--- config.mk ---
export PLATFORM = sky130hd
export DESIGN_NAME = nocSwitch
export DESIGN_NICKNAME = d
export VERILOG_FILES = /design/src/nocSwitchPkg.sv /design/src/inputChannel.sv /design/src/switchArbiter.sv /design/src/outputStage.sv /design/src/nocSwitch.sv
export VERILOG_INCLUDE_DIRS = /design/src /design/src/src
export SDC_FILE = /design/constraint.sdc
export NUM_CORES = 1
export LEC_CHECK = 0
export ABC_CLOCK_PERIOD_IN_PS = 4150
export BUFFER_PORTS_ARGS = -buffer_cell sky130_fd_sc_hd__buf_2
export CORE_AREA = 2 2 212 214
export CTS_CLUSTER_DIAMETER = 60
export DETAILED_ROUTE_END_ITERATION = 8
export DIE_AREA = 0 0 214 216
export GPL_TIMING_DRIVEN = 0
export PLACE_DENSITY = 0.72
export SYNTH_ARGS = -nofsm -noshare
export SYNTH_HDL_FRONTEND = slang
export SYNTH_SLANG_ARGS = --single-unit
--- constraint.sdc ---
create_clock -name clk -period 4.15 [get_ports clk]
set_input_delay 0.6225 -clock clk [delete_from_list [all_inputs] [get_ports clk]]
set_output_delay 0.6225 -clock clk [all_outputs]
set_load 0.005 [all_outputs]
--- src/nocSwitch_defs.svh ---
`ifndef NOC_SWITCH_DEFS_SVH
`define NOC_SWITCH_DEFS_SVH

// Input ports in the order Local, North, East, West, South.
`define NOC_PORTS 5

// Flit payload width.
`define NOC_DATA_W 16

// Slot length carried in a header flit.
`define NOC_LEN_W 12

// Entries per input FIFO.
`define NOC_FIFO_DEPTH 4

`endif

--- src/nocSwitchPkg.sv ---
`default_nettype none
`include "nocSwitch_defs.svh"

package nocSwitchPkg;

  typedef enum logic [2:0]
  {
    kindHeader = 3'd1,
    kindBody   = 3'd2,
    kindTail   = 3'd3
  } flitKind;

  typedef struct packed
  {
    logic [`NOC_DATA_W-`NOC_LEN_W-1:0] dest;
    logic [`NOC_LEN_W-1:0]             slotLen; // Slot length for the port.
  } headerView;

  // Header flits carry routing and slot info, body and tail carry data.
  typedef union packed
  {
    headerView              header;
    logic [`NOC_DATA_W-1:0] bodyView;
  } flitPayload;

  typedef struct packed
  {
    flitKind    kind;
    flitPayload payload;
  } flit;

  typedef struct packed
  {
    flit                              data;
    logic [$clog2(`NOC_PORTS)-1:0]    srcPort; // Input that sent the flit.
  } outFlit;

endpackage

`default_nettype wire

--- src/inputChannel.sv ---
`timescale 1ns/10ps
`default_nettype none
`include "nocSwitch_defs.svh"

module inputChannel
(
  input  wire logic              clk,
  input  wire logic              rst,
  input  wire nocSwitchPkg::flit inFlit,
  input  wire logic              inValid,
  output logic                   inReady,
  input  wire logic              grant,
  input  wire logic              take,
  output logic                   req,
  output nocSwitchPkg::flit      head,
  output logic                   timesUp
);

  localparam int Depth = `NOC_FIFO_DEPTH;
  localparam int PtrW  = $clog2(Depth);
  localparam int FillW = $clog2(Depth + 1);

  nocSwitchPkg::flit       mem [Depth];
  logic [PtrW-1:0]         wrPtr;
  logic [PtrW-1:0]         rdPtr;
  logic [FillW-1:0]        fill;
  logic                    push;
  logic                    pop;
  logic                    headIsHeader;
  nocSwitchPkg::headerView headInfo;
  logic [`NOC_LEN_W-1:0]   slotCount;
  logic [`NOC_LEN_W-1:0]   slotLen;

  function automatic logic [PtrW-1:0] nextPtr(input logic [PtrW-1:0] ptr);
    if (ptr == PtrW'(Depth - 1))
      return '0;
    return ptr + 1'b1;
  endfunction

  assign inReady = (fill != FillW'(Depth));
  assign req     = (fill != '0);
  assign push    = inValid && inReady;
  assign pop     = grant && take && req;

  // An empty FIFO shows a null flit, kind zero.
  assign head = req ? mem[rdPtr] : nocSwitchPkg::flit'('0);

  assign headIsHeader = (mem[rdPtr].kind == nocSwitchPkg::kindHeader);
  assign headInfo     = mem[rdPtr].payload.header;

  always_ff @(posedge clk)
  begin
    if (rst)
    begin
      wrPtr <= '0;
      rdPtr <= '0;
      fill  <= '0;
    end
    else
    begin
      if (push)
        wrPtr <= nextPtr(wrPtr);
      if (pop)
        rdPtr <= nextPtr(rdPtr);
      case ({push, pop})
        2'b10:   fill <= fill + 1'b1;
        2'b01:   fill <= fill - 1'b1;
        default: fill <= fill;
      endcase
    end
  end

  always_ff @(posedge clk)
  begin
    if (push)
      mem[wrPtr] <= inFlit;
  end

  // Slot timer, counts pops while this port holds the grant.
  always_ff @(posedge clk)
  begin
    if (rst)
    begin
      slotCount <= '0;
      slotLen   <= '0;
    end
    else
    begin
      if (!grant)
        slotCount <= '0;
      else if (pop)
        slotCount <= slotCount + 1'b1;

      if (pop && headIsHeader)
        slotLen <= headInfo.slotLen; // New packet sets the slot.
    end
  end

  // Also ends the slot when a shorter length arrives mid-run.
  assign timesUp = (slotCount >= slotLen);

endmodule

`default_nettype wire

--- src/switchArbiter.sv ---
`timescale 1ns/10ps
`default_nettype none
`include "nocSwitch_defs.svh"

module switchArbiter
(
  input  wire logic [`NOC_PORTS-1:0] req,
  input  wire logic [`NOC_PORTS-1:0] timesUp,
  input  wire logic                  clk,
  input  wire logic                  rst,
  output logic [`NOC_PORTS-1:0]      grant
);

  localparam int Ports = `NOC_PORTS;

  // One-hot states, bit 0 is Idle and bit p+1 grants port p.
  localparam logic [Ports:0] StIdle  = {{Ports{1'b0}}, 1'b1};
  localparam logic [Ports:0] StLocal = StIdle << 1;
  localparam logic [Ports:0] StNorth = StIdle << 2;
  localparam logic [Ports:0] StEast  = StIdle << 3;
  localparam logic [Ports:0] StWest  = StIdle << 4;
  localparam logic [Ports:0] StSouth = StIdle << 5;

  logic [Ports:0] state;
  logic [Ports:0] stateNext;

  // First requester from port first onward, over span ports.
  function automatic logic [Ports:0] pickFrom
  (
    input logic [Ports-1:0] r,
    input int               first,
    input int               span
  );
    logic [Ports:0] pick;
    int             idx;
    pick = StIdle;
    for (int k = span - 1; k >= 0; k--)
    begin
      idx = (first + k) % Ports;
      if (r[idx])
      begin
        pick           = '0;
        pick[idx + 1]  = 1'b1; // Lowest offset wins.
      end
    end
    return pick;
  endfunction

  // Keep the grant while the port requests and its slot runs, else rotate.
  function automatic logic [Ports:0] stayOrRotate
  (
    input logic [Ports-1:0] r,
    input logic [Ports-1:0] tu,
    input int               p
  );
    logic [Ports:0] own;
    own        = '0;
    own[p + 1] = 1'b1;
    if (r[p] && !tu[p])
      return own;
    return pickFrom(r, p + 1, Ports - 1); // The port itself is skipped.
  endfunction

  always_comb
  begin
    case (state)
      StIdle:  stateNext = pickFrom(req, 0, Ports);
      StLocal: stateNext = stayOrRotate(req, timesUp, 0);
      StNorth: stateNext = stayOrRotate(req, timesUp, 1);
      StEast:  stateNext = stayOrRotate(req, timesUp, 2);
      StWest:  stateNext = stayOrRotate(req, timesUp, 3);
      StSouth: stateNext = stayOrRotate(req, timesUp, 4);
      default: stateNext = StIdle;
    endcase
  end

  always_ff @(posedge clk)
  begin
    if (rst)
      state <= StIdle;
    else
      state <= stateNext;
  end

  assign grant = state[Ports:1];

endmodule

`default_nettype wire

--- src/outputStage.sv ---
`timescale 1ns/10ps
`default_nettype none
`include "nocSwitch_defs.svh"

module outputStage
(
  input  wire logic                  clk,
  input  wire logic                  rst,
  input  wire logic [`NOC_PORTS-1:0] grant,
  input  wire nocSwitchPkg::flit     heads [`NOC_PORTS],
  output logic                       take,
  output nocSwitchPkg::outFlit       outData,
  output logic                       outValid,
  input  wire logic                  outReady
);

  localparam int Ports = `NOC_PORTS;
  localparam int SrcW  = $clog2(`NOC_PORTS);

  nocSwitchPkg::flit selFlit;
  logic [SrcW-1:0]   selSrc;
  logic              selLive;
  logic              load;

  // One-hot mux and source encoder.
  always_comb
  begin
    selFlit = '0;
    selSrc  = '0;
    for (int p = 0; p < Ports; p++)
    begin
      if (grant[p])
      begin
        selFlit = heads[p];
        selSrc  = SrcW'(p);
      end
    end
  end

  // A null head means the granted FIFO just ran dry.
  assign selLive = selFlit.kind inside {nocSwitchPkg::kindHeader,
                                        nocSwitchPkg::kindBody,
                                        nocSwitchPkg::kindTail};

  assign take = !outValid || outReady;
  assign load = take && (|grant) && selLive;

  always_ff @(posedge clk)
  begin
    if (rst)
      outValid <= 1'b0;
    else if (load)
      outValid <= 1'b1;
    else if (outReady)
      outValid <= 1'b0; // Drained with nothing behind it.
  end

  always_ff @(posedge clk)
  begin
    if (load)
    begin
      outData.data    <= selFlit;
      outData.srcPort <= selSrc;
    end
  end

endmodule

`default_nettype wire

--- src/nocSwitch.sv ---
`timescale 1ns/10ps
`default_nettype none
`include "nocSwitch_defs.svh"

module nocSwitch
(
  input  wire logic                  clk,
  input  wire logic                  rst,
  input  wire nocSwitchPkg::flit     inFlit [`NOC_PORTS],
  input  wire logic [`NOC_PORTS-1:0] inValid,
  output wire logic [`NOC_PORTS-1:0] inReady,
  output nocSwitchPkg::outFlit       outData,
  output logic                       outValid,
  input  wire logic                  outReady
);

  wire logic [`NOC_PORTS-1:0] req;
  wire logic [`NOC_PORTS-1:0] timesUp;
  wire nocSwitchPkg::flit     head [`NOC_PORTS];
  logic [`NOC_PORTS-1:0]      grant;
  logic                       take;

  // Local, North, East, West, South.
  for (genvar i = 0; i < `NOC_PORTS; i++)
  begin : gChan
    inputChannel uChan
    (
      .clk     (clk),
      .rst     (rst),
      .inFlit  (inFlit[i]),
      .inValid (inValid[i]),
      .inReady (inReady[i]),
      .grant   (grant[i]),
      .take    (take),
      .req     (req[i]),
      .head    (head[i]),
      .timesUp (timesUp[i])
    );
  end

  switchArbiter uArb
  (
    .clk     (clk),
    .rst     (rst),
    .req     (req),
    .timesUp (timesUp),
    .grant   (grant)
  );

  outputStage uOut
  (
    .clk      (clk),
    .rst      (rst),
    .grant    (grant),
    .heads    (head),
    .take     (take),
    .outData  (outData),
    .outValid (outValid),
    .outReady (outReady)
  );

endmodule

`default_nettype wire

==> results.md <==
- Status: completed
- Final hold violation count: 0
- Worst Path Buf+Inv: 2
- Detailed Route Iter0 Violations: 1331
- Final Net Count: 2048
- DR pass1 iterations: 5
- Post-CTS Setup Inserts: 0
- Vias in the first global route: 14217
- Tightest Hold Check Type: primary input to flop
- Cell count along the critical path: 9
- Flop2flop setup slack: 0.49 ns
- Gr ovfl total: 0
- Number of remaining DRC errors: 0
- Height of the die: 216 um
- Post-Syn Area per Cell: 14.47 um2
- Sum Neg Setup Slack: 0 ns
- Final non-filler cell area: 27180 um2
- H-Tree Level Count: 2
- Max IR drop VDD: 0.4310 mV
- Synthesized area: 23970 um2
- Num rows: 77
- Metal2 WL: 25.76 mm
- Setup Slack @ Placement: 0.6745 ns
- Synth warnings: 0
- WL met3: 3.343 mm
- RePlAce Congestion: 0.8681
- Fill count: 3218
- HPWL after DPL: 37.63 mm
- Area grow syn2layout: 13.41%
- Die area: 46220 um2
- Post-Route WL: 53.33 mm
- Buffers on Ports: 130
- Crit path capture type: flop
- Most used cell along the critical path: a21oi_1
- Final non-filler cell total: 2488
- Total I/O pin count: 131
- Worst-path cell with the longest stage delay: nor3_1
- Tmin final: 3.661 ns
- ANT nets after route: 0
- Placed Area: 25380 um2
- Most common cell after layout, fill and taps aside: edfxtp_1
- Fin crit share: 0.8821
- Top FF cell, synth: edfxtp_1
- Worst path arrival time: 3.97 ns
- Final Power: 12.71 mW
- Starting Density: 0.5468
- Most frequent cells in the layout: 402 x edfxtp_1, 172 x dfxtp_1, 156 x nor2_1
- Placed insts: 2379
- Setup WS post-layout: 0.4892 ns
- Initial antenna violation count: 4
- Max Cap Viol: 0
- Data required time of the worst path: 4.46 ns
- Core area: 43840 um2
- Total CTS buffers: 56
- Crit path from: gChan[2].uChan.fill[2]
- Ratio of cells with drive above 1 in the final layout: 0.1807
- Max stage delay on crit path: 0.79 ns
- Top Metal Used: met5
- Largest net degree at the start of global routing: 20
- Max Buffers Root-to-Sink: 3
- Routed vias/inst: 5.752
- Post-CTS sizing: 0
- Number of synthesized register bits: 574
- Reg2Reg Depth: 9
- Kind of critical path: flop to flop
- M1 WL: 23.03 mm
- Clock Latency Late Sink: 0.61 ns
- Synth Instances: 1656
- Setup crit start kind: flop
- Sequential Area: 15510 um2
- Post-synthesis sequential area ratio: 0.6473
- Multi-input logic area: 7719 um2
- First-pass GRT wire length: 81.31 mm
- Pwr per Cell Area: 467.6 nW/um2
- FF-to-FF Start: gChan[2].uChan.fill[2]
- WL/cell: 21.43 um
- Fmax: 273.2 MHz
- Post-Syn Nets: 1859
- Final setup skew: 0.01469 ns
- Clock slew at reported path FFs: 0.06 ns
- CTS tree: built
- Via count: 14312
- Post-synth EDFFs: 402
- CTS hold repair buffers: 0
- Leakage: 9.777 nW
- Rel. slew slack: 0.1720
- Clock root cell: clkbuf_16
- Worst Path Max Fanout: 13
- Yosys cell types: 59
- FF-to-FF End: uOut.outData[18]
- Critical path capture point: uOut.outData[18]
- Family with the most delay on the worst path: simple AND/OR/NAND/NOR gates
- Clk sink count: 574
- Synth async-reset ratio: 0
- Die width: 214 um
- Total track usage: 0.2312
- Worst slew pin tran: 1.242 ns
- CP cell instances: nor3_1, nor2_1, clkbuf_1, a22oi_1, a21oi_1, a21oi_1, o21ai_0, nor2_2, buf_8
- RSZ-0062 raised after global routing: false
- Final setup viols: 0
- Final Max Slew Viols: 0
-- synthesized netlist by cell type, types with 6 or more instances --
master | number | share of area
clkbuf_1 | 35 | 0.0055
a22o_1 | 16 | 0.0058
edfxtp_1 | 402 | 0.50
nand2b_1 | 13 | 0.0034
a21o_1 | 9 | 0.0028
xnor2_1 | 13 | 0.0048
mux4_2 | 92 | 0.086
nor2b_1 | 8 | 0.0021
nand2_1 | 62 | 0.0097
or3_1 | 23 | 0.0060
buf_1 | 6 | 0.00094
a22oi_1 | 21 | 0.0066
buf_2 | 11 | 0.0023
nand3_1 | 29 | 0.0061
inv_1 | 96 | 0.015
a21oi_1 | 85 | 0.018
xor2_1 | 39 | 0.014
mux2i_1 | 60 | 0.025
nor2_1 | 157 | 0.025
and3_1 | 25 | 0.0065
o21ai_0 | 44 | 0.0092
dfxtp_1 | 172 | 0.14
ha_1 | 95 | 0.050
nor3_1 | 29 | 0.0061
nand4_1 | 26 | 0.0068
a211oi_1 | 9 | 0.0028
buf_6 | 10 | 0.0047
-- layout make-up --
cell class                      count  area share
Multi-Input combinational cell    914      0.2839
Clock buffer                       79     0.05776
Inverter                          101     0.01395
Timing Repair Buffer              131     0.02449
Clock inverter                     27    0.008377
Antenna cell                        3   0.0002762
Buffer                             67     0.01321
Tap cell                          592     0.02725
Sequential cell                   574      0.5707
-- state kept, by name, indices dropped and copies added, names as in the netlist, named ones only --
signal / cells
gChan.uChan.fill: 15
gChan.uChan.rdPtr: 10
uOut.outValid: 1
gChan.uChan.slotCount: 60
uArb.state: 6
gChan.uChan.slotLen: 60
uOut.outData: 22
gChan.uChan.mem: 380
gChan.uChan.wrPtr: 10
-- layer usage --
| metal | up-vias | GRT usage |
|---|---|---|
| met5 | - | 0 |
| met4 | 2 | 0.07249 |
| met3 | 81 | 0.03679 |
| met2 | 441 | 0.3719 |
| met1 | 7173 | 0.3264 |
| li1 | 6615 | - |
-- cell families (layout without fill, tap and decap cells) --
group,after synthesis,count (layout),share of synthesized area
DFF,574,574,0.6473
other,0,3,0
adders and majority gates,100,100,0.05377
xor gates and xnor gates,52,52,0.01900
AOI/OAI and AO/OA,215,215,0.05538
muxes,160,160,0.1171
buffers and inverters,168,405,0.03080
and+or+nand+nor,387,387,0.07663
-- through the flow --
| step | hold slack (ns) | util |
|---|---|---|
| 3_3_place_gp | 0.4653 | 0.5785 |
| 2_1_floorplan | 0.4541 | - |
| 6_report | 0.2302 | 0.6201 |
| 3_5_place_dp | 0.4729 | 0.5789 |
| 5_1_grt | 0.2135 | 0.6200 |
| 4_1_cts | 0.2003 | 0.6200 |
-- worst min-delay path by stage --
stage	startpoint	endpoint	slack, ns	cells after the start
CTS	inFlit[40]	gChan[2].uChan.mem[2][2]	0.20	1
detailed placement	gChan[1].uChan.rdPtr[1]	flop	0.47	2
floorplan	gChan[4].uChan.rdPtr[1]	flop	0.45	2
finish	inFlit[2]	gChan[4].uChan.mem[0][2]	0.23	1
global route	inFlit[40]	gChan[2].uChan.mem[2][2]	0.21	1
global placement	gChan[0].uChan.rdPtr[1]	gChan[0].uChan.rdPtr[1]	0.47	2
-- where the power goes --
group	total, mW	internal, mW	leakage, nW	switching [mW]
combinational	1.26	0.453	3.81	0.807
sequential	6.49	6.40	5.09	0.0957
clock	4.96	2.83	0.876	2.13
total	12.7	9.68	9.78	3.03
Power figures use the tool's default switching activity.
